===== src/hdl/pad_mux_pkg.sv =====
// ------------------
// Pad mux shared types
// ------------------

`default_nettype none

package pad_mux_pkg;

  // Bus widths
  localparam int unsigned AddrWidth = 32;
  localparam int unsigned DataWidth = 32;
  localparam int unsigned BeWidth   = 4;

  localparam int unsigned NumPadsDefault = 4;

  // Pad i select register lives at BaseAddr + 4*i
  localparam logic [AddrWidth-1:0] BaseAddr = 32'h2000_0000;

  typedef logic [AddrWidth-1:0] addr_t;
  typedef logic [DataWidth-1:0] data_t;
  typedef logic [BeWidth-1:0]   be_t;

  // Pad index width, kept at least one bit wide
  function automatic int unsigned idx_width(input int unsigned num_pads);
    return (num_pads > 1) ? $clog2(num_pads) : 1;
  endfunction

endpackage

`default_nettype wire


===== src/hdl/pad_cfg_if.sv =====
// ------------------
// Pad config write port
// ------------------

`timescale 1ns/1ps
`default_nettype none

interface pad_cfg_if #(
  parameter int unsigned NumPads = pad_mux_pkg::NumPadsDefault
) ();

  localparam int unsigned IdxWidth = pad_mux_pkg::idx_width(NumPads);

  logic                wr_en;
  logic [IdxWidth-1:0] wr_idx;
  logic                wr_sel;
  // Address missed the pad range
  logic                wr_err;

  modport source (output wr_en, output wr_idx, output wr_sel, output wr_err);

  modport sink (input wr_en, input wr_idx, input wr_sel, input wr_err);

endinterface

`default_nettype wire


===== src/hdl/rst_sync.sv =====
// ------------------
// Reset synchronizer
// ------------------

`timescale 1ns/1ps
`default_nettype none

module rst_sync (
  input  logic clk_i,
  input  logic rst_n_i,
  output logic rst_sync_n_o
);

  logic stage1_q;
  logic stage2_q;

  // Assert at once, release after two edges
  always_ff @(posedge clk_i or negedge rst_n_i) begin
    if (!rst_n_i) begin
      stage1_q <= 1'b0;
      stage2_q <= 1'b0;
    end else begin
      stage1_q <= 1'b1;
      stage2_q <= stage1_q;
    end
  end

  assign rst_sync_n_o = stage2_q;

endmodule

`default_nettype wire


===== src/hdl/pad_bus_frontend.sv =====
// ------------------
// Bus request front end
// ------------------

`timescale 1ns/1ps
`default_nettype none

module pad_bus_frontend #(
  parameter int unsigned NumPads = pad_mux_pkg::NumPadsDefault
) (
  input  logic               clk_i,
  input  logic               rst_n_i,
  input  logic               req_i,
  input  logic               we_i,
  input  pad_mux_pkg::be_t   be_i,
  input  pad_mux_pkg::addr_t addr_i,
  input  pad_mux_pkg::data_t wdata_i,
  output logic               gnt_o,
  pad_cfg_if.source          cfg
);

  localparam int unsigned IdxWidth = pad_mux_pkg::idx_width(NumPads);

  pad_mux_pkg::addr_t offset;
  pad_mux_pkg::addr_t word_idx;
  logic               in_range;
  logic               wr_accept;

  // Grant every request once out of reset
  assign gnt_o = req_i & rst_n_i;

  // Address decode
  assign offset   = addr_i - pad_mux_pkg::BaseAddr;
  assign word_idx = offset >> 2;
  assign in_range = (addr_i >= pad_mux_pkg::BaseAddr) &&
                    (offset[1:0] == 2'b00) &&
                    (word_idx < pad_mux_pkg::addr_t'(NumPads));

  // Only byte lane 0 carries the select bit
  assign wr_accept = req_i & gnt_o & we_i & be_i[0];

  always_ff @(posedge clk_i or negedge rst_n_i) begin
    if (!rst_n_i) begin
      cfg.wr_en <= 1'b0;
    end else begin
      cfg.wr_en <= wr_accept;
    end
  end

  always_ff @(posedge clk_i) begin
    if (wr_accept) begin
      cfg.wr_idx <= word_idx[IdxWidth-1:0];
      cfg.wr_sel <= wdata_i[0];
      cfg.wr_err <= ~in_range;
    end
  end

  // A granted request must carry a known command for the decode
  a_gnt_needs_req : assert property (
    @(posedge clk_i)
    gnt_o |-> (req_i && !$isunknown({we_i, be_i[0], addr_i}))
  ) else $error("gnt_o high without a known request");

endmodule

`default_nettype wire


===== src/hdl/pad_ctrl_regs.sv =====
// ------------------
// Pad select registers
// ------------------

`timescale 1ns/1ps
`default_nettype none

module pad_ctrl_regs #(
  parameter int unsigned NumPads = pad_mux_pkg::NumPadsDefault
) (
  input  logic               clk_i,
  input  logic               rst_n_i,
  pad_cfg_if.sink            cfg,
  output logic [NumPads-1:0] pad_sel_o
);

  logic [NumPads-1:0] sel_q;
  logic               wr_valid;

  // Front end already flagged out of range writes
  assign wr_valid = cfg.wr_en & ~cfg.wr_err;

  // All pads start on the primary function
  always_ff @(posedge clk_i or negedge rst_n_i) begin
    if (!rst_n_i) begin
      sel_q <= '0;
    end else if (wr_valid) begin
      sel_q[cfg.wr_idx] <= cfg.wr_sel;
    end
  end

  assign pad_sel_o = sel_q;

  // Decode in the front end must keep the index inside the bank
  a_idx_in_range : assert property (
    @(posedge clk_i) disable iff (!rst_n_i)
    (cfg.wr_en && !cfg.wr_err) |-> (int'(cfg.wr_idx) < NumPads)
  ) else $error("write index %0d beyond pad count", cfg.wr_idx);

endmodule

`default_nettype wire


===== src/hdl/pad_mux.sv =====
// ------------------
// Shared pad mux
// ------------------

`timescale 1ns/1ps
`default_nettype none

module pad_mux #(
  parameter int unsigned NumPads = pad_mux_pkg::NumPadsDefault
) (
  input  logic [NumPads-1:0] pad_sel_i,
  input  logic [NumPads-1:0] pri_out_i,
  input  logic [NumPads-1:0] pri_oe_i,
  input  logic [NumPads-1:0] alt_out_i,
  input  logic [NumPads-1:0] alt_oe_i,
  input  logic [NumPads-1:0] pad_in_i,
  output logic [NumPads-1:0] pad_out_o,
  output logic [NumPads-1:0] pad_oe_o,
  output logic [NumPads-1:0] pri_in_o,
  output logic [NumPads-1:0] alt_in_o
);

  always_comb begin
    // Unselected function sees zero
    pri_in_o = '0;
    alt_in_o = '0;
    for (int i = 0; i < NumPads; i++) begin
      if (pad_sel_i[i]) begin
        pad_out_o[i] = alt_out_i[i];
        pad_oe_o[i]  = alt_oe_i[i];
        alt_in_o[i]  = pad_in_i[i];
      end else begin
        pad_out_o[i] = pri_out_i[i];
        pad_oe_o[i]  = pri_oe_i[i];
        pri_in_o[i]  = pad_in_i[i];
      end
    end
  end

  // An unknown select would drive both functions ambiguously
  always_comb begin
    a_sel_known : assert (!$isunknown(pad_sel_i))
      else $error("pad_sel_i is unknown");
  end

endmodule

`default_nettype wire


===== src/hdl/pad_mux_top.sv =====
// ------------------
// Pad mux control top
// ------------------

`timescale 1ns/1ps
`default_nettype none

module pad_mux_top #(
  parameter int unsigned NumPads = pad_mux_pkg::NumPadsDefault
) (
  input  logic               clk_i,
  input  logic               rst_n_i,

  // Bridge request port
  input  logic               req_i,
  input  logic               we_i,
  input  pad_mux_pkg::be_t   be_i,
  input  pad_mux_pkg::addr_t addr_i,
  input  pad_mux_pkg::data_t wdata_i,
  output logic               gnt_o,

  // Function side
  input  logic [NumPads-1:0] pri_out_i,
  input  logic [NumPads-1:0] pri_oe_i,
  input  logic [NumPads-1:0] alt_out_i,
  input  logic [NumPads-1:0] alt_oe_i,
  output logic [NumPads-1:0] pri_in_o,
  output logic [NumPads-1:0] alt_in_o,

  // Pad side
  input  logic [NumPads-1:0] pad_in_i,
  output logic [NumPads-1:0] pad_out_o,
  output logic [NumPads-1:0] pad_oe_o
);

  logic               rst_sync_n;
  logic [NumPads-1:0] pad_sel;

  pad_cfg_if #(.NumPads(NumPads)) u_cfg_if ();

  // --------------------
  // Reset and bus
  // --------------------
  rst_sync u_rst_sync (
    .clk_i       (clk_i),
    .rst_n_i     (rst_n_i),
    .rst_sync_n_o(rst_sync_n)
  );

  pad_bus_frontend #(
    .NumPads(NumPads)
  ) u_pad_bus_frontend (
    .clk_i  (clk_i),
    .rst_n_i(rst_sync_n),
    .req_i  (req_i),
    .we_i   (we_i),
    .be_i   (be_i),
    .addr_i (addr_i),
    .wdata_i(wdata_i),
    .gnt_o  (gnt_o),
    .cfg    (u_cfg_if.source)
  );

  // --------------------
  // Selects and pads
  // --------------------
  pad_ctrl_regs #(
    .NumPads(NumPads)
  ) u_pad_ctrl_regs (
    .clk_i    (clk_i),
    .rst_n_i  (rst_sync_n),
    .cfg      (u_cfg_if.sink),
    .pad_sel_o(pad_sel)
  );

  pad_mux #(
    .NumPads(NumPads)
  ) u_pad_mux (
    .pad_sel_i(pad_sel),
    .pri_out_i(pri_out_i),
    .pri_oe_i (pri_oe_i),
    .alt_out_i(alt_out_i),
    .alt_oe_i (alt_oe_i),
    .pad_in_i (pad_in_i),
    .pad_out_o(pad_out_o),
    .pad_oe_o (pad_oe_o),
    .pri_in_o (pri_in_o),
    .alt_in_o (alt_in_o)
  );

endmodule

`default_nettype wire


===== config.mk =====
export PLATFORM = sky130hd
export DESIGN_NAME = pad_mux_top
export DESIGN_NICKNAME = d
export VERILOG_FILES = /design/src/hdl/pad_mux_pkg.sv /design/src/hdl/pad_cfg_if.sv /design/src/hdl/rst_sync.sv /design/src/hdl/pad_bus_frontend.sv /design/src/hdl/pad_ctrl_regs.sv /design/src/hdl/pad_mux.sv /design/src/hdl/pad_mux_top.sv
export SDC_FILE = /design/constraint.sdc
export NUM_CORES = 1
export LEC_CHECK = 0
export CAP_MARGIN = 20
export CORE_AREA = 2 2 42 44
export CTS_BUF_LIST = sky130_fd_sc_hd__clkbuf_2 sky130_fd_sc_hd__clkbuf_4 sky130_fd_sc_hd__clkbuf_8
export CTS_CLUSTER_SIZE = 10
export DETAILED_ROUTE_END_ITERATION = 7
export DIE_AREA = 0 0 44 46
export DONT_BUFFER_PORTS = 1
export GPL_TIMING_DRIVEN = 0
export HOLD_SLACK_MARGIN = 0.02
export PLACE_DENSITY = 0.61
export SKIP_LAST_GASP = 1
export SLEW_MARGIN = 10
export SYNTH_ARGS = -nofsm -noshare
export SYNTH_HDL_FRONTEND = slang
export SYNTH_SLANG_ARGS = --single-unit

===== constraint.sdc =====
create_clock -name clk_i -period 1.1 [get_ports clk_i]
set_input_delay 0.22 -clock clk_i [delete_from_list [all_inputs] [get_ports clk_i]]
set_output_delay 0.22 -clock clk_i [all_outputs]
set_load 0.005 [all_outputs]

======== Word-level counts from Yosys, hierarchy flattened ========
Index checks and enable logic that the tools add are counted.
word-level totals
  input port bits ......................... 92
  memory bits (writable) .................. 0
  register bits ........................... 11
  output and inout port bits .............. 17
  memories kept ........................... 0
  ROM bits ................................ 0
  bits in latches ......................... 0
  word-level logic and storage cells ...... 42
operators by class
  muxes and demuxes ....................... 19
  bitwise logic cells ..................... 7
  equal/unequal tests ..................... 0
  order comparisons ....................... 4
  add/sub/neg operators ................... 1
  reductions and logical operators ........ 4
  multipliers ............................. 0
  div/mod/pow operators ................... 0
  shift operators ......................... 0
operator list
  operator                count
  $ge 32x30->1 const B    1
  $sub 32x30->32 const B  1
  $lt 30x3->1 const B     1
  $mux 1                  17
  $and 1x1->1             5
  $bwmux 4                1
  $logic_and 1x1->1       3
  $lt 2x3->1 const B      1
  $demux 1 s2             1
  $ge 2x1->1 const B      1
  $logic_not 2->1         1
  $not 1->1               2

======== Logic depth before layout (Yosys ltp) ========
Gate-level depths: netlist (run 1).
  depth after elaboration ................. 5
  mapped depth ............................ 5
  depth with buffers taken out ............ 5

======== Modules after synthesis ========
From an unflattened synthesis (run 1), not the netlist that was laid out.
unflattened totals
  cells, all modules ...................... 54
  area, all modules ....................... 691.9 sq um
by module, submodules not included
  module            times used  seq. area each (sq um)  area an instance (sq um)  cells an instance
  pad_bus_frontend  1           145.1                   281.5                     23
  pad_ctrl_regs     1           100.1                   201.4                     12
  pad_mux           1           0.0                     155.1                     16
  rst_sync          1           50.0                    53.8                      3

======== Worst setup path after synthesis (run 1) ========
OpenSTA, ideal clock, no wires.
  kind .................................... input to register
  from .................................... input addr_i[29]
  to ...................................... register u_pad_bus_frontend.cfg.wr_err (data pin)
  path slack .............................. -0.173 ns
  stages .................................. 5
  path buffers ............................ 0
  arrival time ............................ 1.014 ns
  required time ........................... 0.841 ns
  library setup time ...................... 0.259 ns
  cell sequence ........................... inv_1 -> ha_1 -> nor4b_2 -> nand4_1 -> a211o_1
on the way
  word-level cells in the longest chain between the ends .. 4
  elaborated cells between the ends (all ways) .. 6
  classes of those cells .................. add/sub (1); order compare (2); bitwise (1); reduce/logical (2)
RTL lines
  element                                                  line                                            source
  from (decl)                                              pad_mux_top.sv:18                               input pad_mux_pkg::addr_t addr_i,
  $sub 32x30->32 / $ge 32x30->1 (equally long branches)    pad_bus_frontend.sv:33, pad_bus_frontend.sv:35
  $lt 30x3->1 / $logic_and 1x1->1 (equally long branches)  pad_bus_frontend.sv:37, pad_bus_frontend.sv:35
  $logic_and 1x1->1 (*)                                    pad_bus_frontend.sv:36                          (offset[1:0] == 2'b00) &&
  $not 1->1 (*)                                            pad_bus_frontend.sv:54                          cfg.wr_err <= ~in_range;
  to (signal assigned)                                     pad_bus_frontend.sv:54
  to (decl)                                                pad_cfg_if.sv:20                                modport source (output wr_en, output wr_idx, output wr_sel, output wr_err);
Mark *: on every way between the ends. The rest lies on a longest branch, timed or not.
A chain may end at the register's enable or synchronous reset.

======== Final worst setup path (run 1) ========
  from .................................... register u_pad_ctrl_regs.sel_q[0] (netlist: u_pad_ctrl_regs.pad_sel_o[0])
  to ...................................... output pad_oe_o[0]
on the way
  word-level cells in the longest chain between the ends .. 1
RTL lines
  element                            line                 source
  from (decl)                        pad_ctrl_regs.sv:17  logic [NumPads-1:0] sel_q;
  from (signal, indexed assignment)  pad_ctrl_regs.sv:28  sel_q[cfg.wr_idx] <= cfg.wr_sel;
  $mux 1                             pad_mux.sv:28        if (pad_sel_i[i]) begin
  to (decl)                          pad_mux_top.sv:33    output logic [NumPads-1:0] pad_oe_o
No other way between the ends.

==> results of run 1 <==
[what timing repair did]
| action | CTS | global route |
|---|---|---|
| endpoints found under the hold margin | 2 | 0 |
| cloned | 0 | 0 |
| endpoints found under the setup margin | 16 | 20 |
| resized for setup | 7 | 17 |
| buffers inserted | 6 | 1 |
| hold buffers | 1 | 0 |
[cells in the mapped netlist]
| cell type | instances |
|---|---|
| nor4b_2 | 3 |
| dfrtp_1 | 7 |
| nor4_1 | 3 |
| and4bb_1 | 2 |
| nor2b_1 | 4 |
| edfxtp_1 | 4 |
| and2_1 | 5 |
| mux2_1 | 12 |
| and3_1 | 1 |
| inv_1 | 2 |
| conb_1 | 1 |
| nor3_1 | 1 |
| nor4_2 | 1 |
| ha_1 | 1 |
| nand2_1 | 1 |
| o21ai_0 | 1 |
| nand4b_1 | 1 |
| nor2_1 | 2 |
| a211o_1 | 1 |
| nand4_1 | 2 |
[worst paths after layout]
path / from / end / cells past startpoint
min in group asynchronous: u_rst_sync.rst_sync_n_o$_DFF_PN0_ / u_pad_bus_frontend.cfg.wr_en$_DFF_PN0_ / 1
max in group asynchronous: rst_n_i / u_rst_sync.rst_sync_n_o$_DFF_PN0_ / 1
max reg2reg: u_pad_bus_frontend.cfg.wr_err$_DFFE_PP_ / u_pad_ctrl_regs.pad_sel_o[0]$_DFFE_PN0P_ / 2
max: u_pad_ctrl_regs.pad_sel_o[0]$_DFFE_PN0P_ / pad_oe_o[0] / 1
min: addr_i[2] / u_pad_bus_frontend.cfg.wr_idx[0]$_DFFE_PP_ / 0
min reg2reg: u_rst_sync.rst_sync_n_o$_DFF_PN0_ / u_pad_bus_frontend.cfg.wr_en$_DFF_PN0_ / 1
[flip-flops by register name, indices dropped and copies added (netlist names)]
signal / flops
u_pad_bus_frontend.cfg.wr_en: 1
u_pad_bus_frontend.cfg.wr_err: 1
u_pad_bus_frontend.cfg.wr_idx: 2
u_pad_bus_frontend.cfg.wr_sel: 1
u_pad_ctrl_regs.pad_sel_o: 4
u_rst_sync.rst_sync_n_o: 1
u_rst_sync.stage1_q: 1
[through the flow]
| stage | util (%) | worst slack (ns) |
|---|---|---|
| global placement | 45.3 | -0.152 |
| floorplan | - | -0.0944 |
| CTS | 51.9 | -0.153 |
| detailed placement | 45.3 | -0.134 |
| finish | 55.6 | -0.138 |
| global route | 55.6 | -0.183 |
[power by group through the flow]
stage | Sequential [W] | Clock, W | Combinational (W)
floorplan | 0.000487 | 0 | 0.000112
global placement | 0.000494 | 0 | 0.000121
detailed placement | 0.000497 | 0 | 0.000121
CTS | 0.000483 | 0.000278 | 0.000198
global route | 0.000493 | 0.000300 | 0.000268
finish | 0.000489 | 0.000262 | 0.000244
[layout make-up]
class	count	area, um^2	share of cell area (%)
Sequential cell	11	298	33.2
Clock inverter	1	5.00	0.558
Inverter	2	20.0	2.23
Tap cell	17	21.3	2.37
Timing Repair Buffer	8	73.8	8.23
Multi-Input combinational cell	42	457	50.9
Clock buffer	3	22.5	2.51
[layer usage]
layer / part of all wire (%) / GRT usage (%) / wire, um
met1: 36 / 12.9 / 433
met2: 51 / 20.3 / 612
met3: 12 / 5.95 / 148
met4: 0 / 1.82 / 0
met5: 0 / 0 / 0
[kinds of logic after synthesis]
logic type                 share of synthesized area, %
and+or+nand+nor                                    30.1
muxes                                              20.2
DFF                                                44.1
AOI/OAI and AO/OA                                  2.06
buffers and inverters                              1.12
adders and majority gates                          1.87
other                                             0.560
==> out/qor.yml, run 1 <==
power:
  switchingPower_w: 0.000233
  p_clk_share_pct: 26.3
  combinationalPowerShare_pct: 24.5
  pwr_density_cell_nw_per_um2: 1110
  finalPower_w: 0.000994
  power_frac_seq_pct: 49.1
  internal_power_w: 0.000761
  power_leakage_nw: 0.373
  swShare_pct: 23.4
  vdd_drop_max_uv: 1060
die:
  ios: 109
  die_area_um2: 2020
  rows: 15
  die_w_um: 44
  start_util_pct: 41.5
  chipHeight_um: 46
  coreArea_um2: 1610
synthesis:
  netlist_area_um2: 669
  synthTopCellsByArea: "dfrtp_1, mux2_1, edfxtp_1, nor4b_2, and2_1"
  yosysWarnings: 0
  synth_cell_types: 20
  syn-num-nets: 148
  syn_avg_cell_area_um2: 12.2
  synth.top_cell.area_share_pct: 26.2
  synthCells: 55
  yosysTopAreaCell: "dfrtp_1"
  synth-seq-cells: 11
  ys_seq_area_share_pct: 44.1
timing:
  setup-tns-final_ns: -1.58
  fin_crit_ns: 1.24
  rsz0062_at_grt: "yes"
  whs_ns: 0.0495
  slew_violations: 0
  setup_viol: 17
  fin_worst_skew_ns: 0.00347
  finalCritPeriodShare_pct: 113
  fin_ws_ns: -0.138
  hold_violations: 0
  fmax_mhz: 808
clock_tree:
  htreeDepth: 1
  clkSlewWorstSetupHoldPaths_ns: 0.07
  clk_latency_ns: 0.26
  tritoncts: "yes"
  cts_sinks: 11
  numCtsBuffers: 3
  cts_root_buf: "clkbuf_4"
  clockBufferDepth: 2
final_layout:
  final_layout_size_suffix_gt1_share_pct: 58.2
  fillers: 139
  fin_cells: 84
  area_delta_synth_final_pct: 34.0
  layout_commonest_cell: "mux2_4"
  final_cell_mix: "mux2_4, dfrtp_1, and2_4, buf_4, edfxtp_1"
  final_cell_area_um2: 897
  layout.nets: 161
  num_antenna_cells: 0
detailed_routing:
  vias: 496
  wl_um: 1200
  drt_iter0_drc: 2
  drtPass1Iterations: 2
  drc: 0
  final_antenna_net_count: 0
  viasPerCell: 5.90
  wl_per_cell_um: 14.2
setup_path:
  worstPathRequired_ns: 0.88
  cp_slowest_cell: "dfrtp_2"
  path_buf_inv: 0
  rrSetupSlack_ns: -0.08
  crit_type: "flip-flop to output port"
  cpLargestDelayFamily: "flip-flops"
  cpPeakStageDelay_ns: 0.44
  critical_path_peak_fanout: 5
  endpoint_kind: "output port"
  critical_path.cell_chain: "mux2_4"
  crit_arrival_ns: 1.02
  start_kind: "flip-flop"
placement:
  dp_hpwl_um: 952
  placed_cell_area_um2: 731
  place_inst: 72
  io_buffers: 0
  gp_congestion: 0.707
min_path:
  holdCritPathClass: "primary input to flip-flop"
global_routing:
  grt_overflow_total: 0
  grt_pass1_vias: 426
  grtUsageTotal_pct: 11.6
  antenna_found_initial: 0
  grt_pass1_wl_um: 1680
  grt_max_degree: 8
status:
  status: "complete, but fails checks"
  violations: "negative setup slack"
job:
  max_cap_viol_count: 0
(Power assumes the default switching activity.)
==> run 2, diff against run 1 <==
--- a/config.mk
+++ b/config.mk
@@ -15,6 +15,7 @@
 export GPL_TIMING_DRIVEN = 0
 export HOLD_SLACK_MARGIN = 0.02
 export PLACE_DENSITY = 0.61
+export REMOVE_ABC_BUFFERS = 1
 export SKIP_LAST_GASP = 1
 export SLEW_MARGIN = 10
 export SYNTH_ARGS = -nofsm -noshare
==> run 2 against run 1 <==
The run still ends with negative setup slack left. Sequential cell count unchanged. Die area unchanged. Global-route usage is 0.20 points lower. Clock skew increased by 0.0050 ns. Fmax is 0.50% lower. First-iteration DRC count grew to 3.0 times the previous value.
==> out/qor.yml, run 2 (same netlist as run 1, synthesis figures left out) <==
status:
  status: "complete, but fails checks"
  violations: "negative setup slack"
global_routing:
  grt_max_degree: 7  # -1
  grt_overflow_total: 0  # unchanged
  antenna_found_initial: 0  # unchanged
  grt_pass1_wl_um: 1640  # -2.4%
  grtUsageTotal_pct: 11.4  # -0.20 points
  grt_pass1_vias: 431  # +1.2%
detailed_routing:
  wl_um: 1290  # +7.5%
  viasPerCell: 6.07  # +2.8%
  vias: 528  # +6.5%
  drtPass1Iterations: 2  # unchanged
  wl_per_cell_um: 14.8  # +3.8%
  final_antenna_net_count: 0  # unchanged
  drt_iter0_drc: 6  # +4
  drc: 0  # unchanged
setup_path:
  cpLargestDelayFamily: "flip-flops"
  crit_type: "flip-flop to output port"
  critical_path_peak_fanout: 4  # -1
  crit_arrival_ns: 1.02  # about the same
  worstPathRequired_ns: 0.88  # about the same
  start_kind: "flip-flop"
  critical_path.cell_chain: "mux2_4"
  path_buf_inv: 0  # unchanged
  cpPeakStageDelay_ns: 0.44  # about the same
  cp_slowest_cell: "dfrtp_2"
  endpoint_kind: "output port"
timing:
  fin_ws_ns: -0.144  # -0.00619 ns
  rsz0062_at_grt: "yes"
  hold_violations: 0  # unchanged
  finalCritPeriodShare_pct: 113  # +0.56 points
  setup_viol: 16  # -1
  fmax_mhz: 804  # -0.50%
  slew_violations: 0  # unchanged
  fin_worst_skew_ns: 0.00851  # +0.00504 ns
  fin_crit_ns: 1.24  # +0.00619 ns
  whs_ns: 0.0530  # +0.00352 ns
die:
  die_w_um: 44  # unchanged
  chipHeight_um: 46  # unchanged
  rows: 15  # unchanged
  start_util_pct: 41.5  # unchanged
  die_area_um2: 2020  # unchanged
  coreArea_um2: 1610  # unchanged
  ios: 109  # unchanged
final_layout:
  final_cell_area_um2: 876  # -2.4%
  fin_cells: 87  # +3.6%
  final_cell_mix: "mux2_4, buf_4"
  utilization_pct: 54.3  # -1.3 points
  layout_commonest_cell: "mux2_4"
  area_delta_synth_final_pct: 30.8
  largest_reg_flops: 4  # unchanged
  num_antenna_cells: 0  # unchanged
  final_layout_size_suffix_gt1_share_pct: 45.7  # -12 points
  layout.nets: 164  # +1.9%
clock_tree:
  clockBufferDepth: 2  # unchanged
  cts_root_buf: "clkbuf_4"
  cts_sinks: 11  # unchanged
  clkSlewWorstSetupHoldPaths_ns: 0.07  # about the same
  tritoncts: "yes"
  clk_latency_ns: 0.27  # about the same
  htreeDepth: 1  # unchanged
  numCtsBuffers: 3  # unchanged
placement:
  gp_congestion: 0.706  # -0.17%
  io_buffers: 0  # unchanged
  placed_cell_area_um2: 691  # -5.5%
  place_inst: 72  # unchanged
  dp_hpwl_um: 990  # +4.0%
  dpl_worst_slack_ns: -0.232  # -0.0982 ns
power:
  power_leakage_nw: 0.370  # -0.69%
  vdd_drop_max_uv: 1180  # +11%
  pwr_density_cell_nw_per_um2: 1130  # +2.4%
min_path:
  holdCritPathClass: "primary input to flip-flop"
job:
  max_cap_viol_count: 0  # unchanged
-- run 2: metrics by stage --
stage	power [W]	setup TNS (ns)
2_1_floorplan	0.000582	-0.390
3_3_place_gp	0.000598	-1.07
3_5_place_dp	0.000601	-1.20
4_1_cts	0.000953	-1.91
5_1_grt	0.00106	-2.60
6_report	0.000994	-1.73
-- run 2: final cells by class --
cell class | count | area (um^2)
inverter | 2 | 7.51
multi-input combinational | 42 | 419
clock buffer | 4 | 30.0
sequential | 11 | 299
timing repair buffer | 11 | 98.8
fill | 136 | 738
tap | 17 | 21.3
-- run 2: report_power, final --
group | internal [W] | switching, W | total, W
sequential | 0.000455 | 0.0000323 | 0.000487
combinational | 0.000149 | 0.0000646 | 0.000214
clock | 0.000165 | 0.000128 | 0.000293
-- run 2: repair_timing --
action                     4_1_cts  5_1_grt
buffers inserted                 4        5
setup endpoints to repair       18       20
hold endpoints to repair         2        1
gates resized for setup          8       13
pin swaps                        2        4
hold buffers                     1        1
-- run 2: final timing paths --
path                                                            start                                          to  slack, ns  cells after the start
setup / recovery             u_pad_ctrl_regs.pad_sel_o[3]$_DFFE_PN0P_                                 pad_oe_o[3]      -0.14                      1
hold / removal                                              addr_i[2]  u_pad_bus_frontend.cfg.wr_idx[0]$_DFFE_PP_       0.05                      0
setup reg to reg           u_pad_bus_frontend.cfg.wr_idx[0]$_DFFE_PP_    u_pad_ctrl_regs.pad_sel_o[0]$_DFFE_PN0P_      -0.07                      2
hold reg to reg                     u_rst_sync.rst_sync_n_o$_DFF_PN0_    u_pad_ctrl_regs.pad_sel_o[0]$_DFFE_PN0P_       0.14                      1
max in group asynchronous                                     rst_n_i           u_rst_sync.rst_sync_n_o$_DFF_PN0_       0.79                      1
min in group asynchronous           u_rst_sync.rst_sync_n_o$_DFF_PN0_    u_pad_ctrl_regs.pad_sel_o[0]$_DFFE_PN0P_       0.14                      1
-- run 2: layer usage --
metal,GRT usage [%],wire length (um),up-vias
li1,-,-,238
met1,10.6,366,240
met2,21.5,721,50
met3,7.14,196,0
met4,1.82,0,0
met5,0,0,-
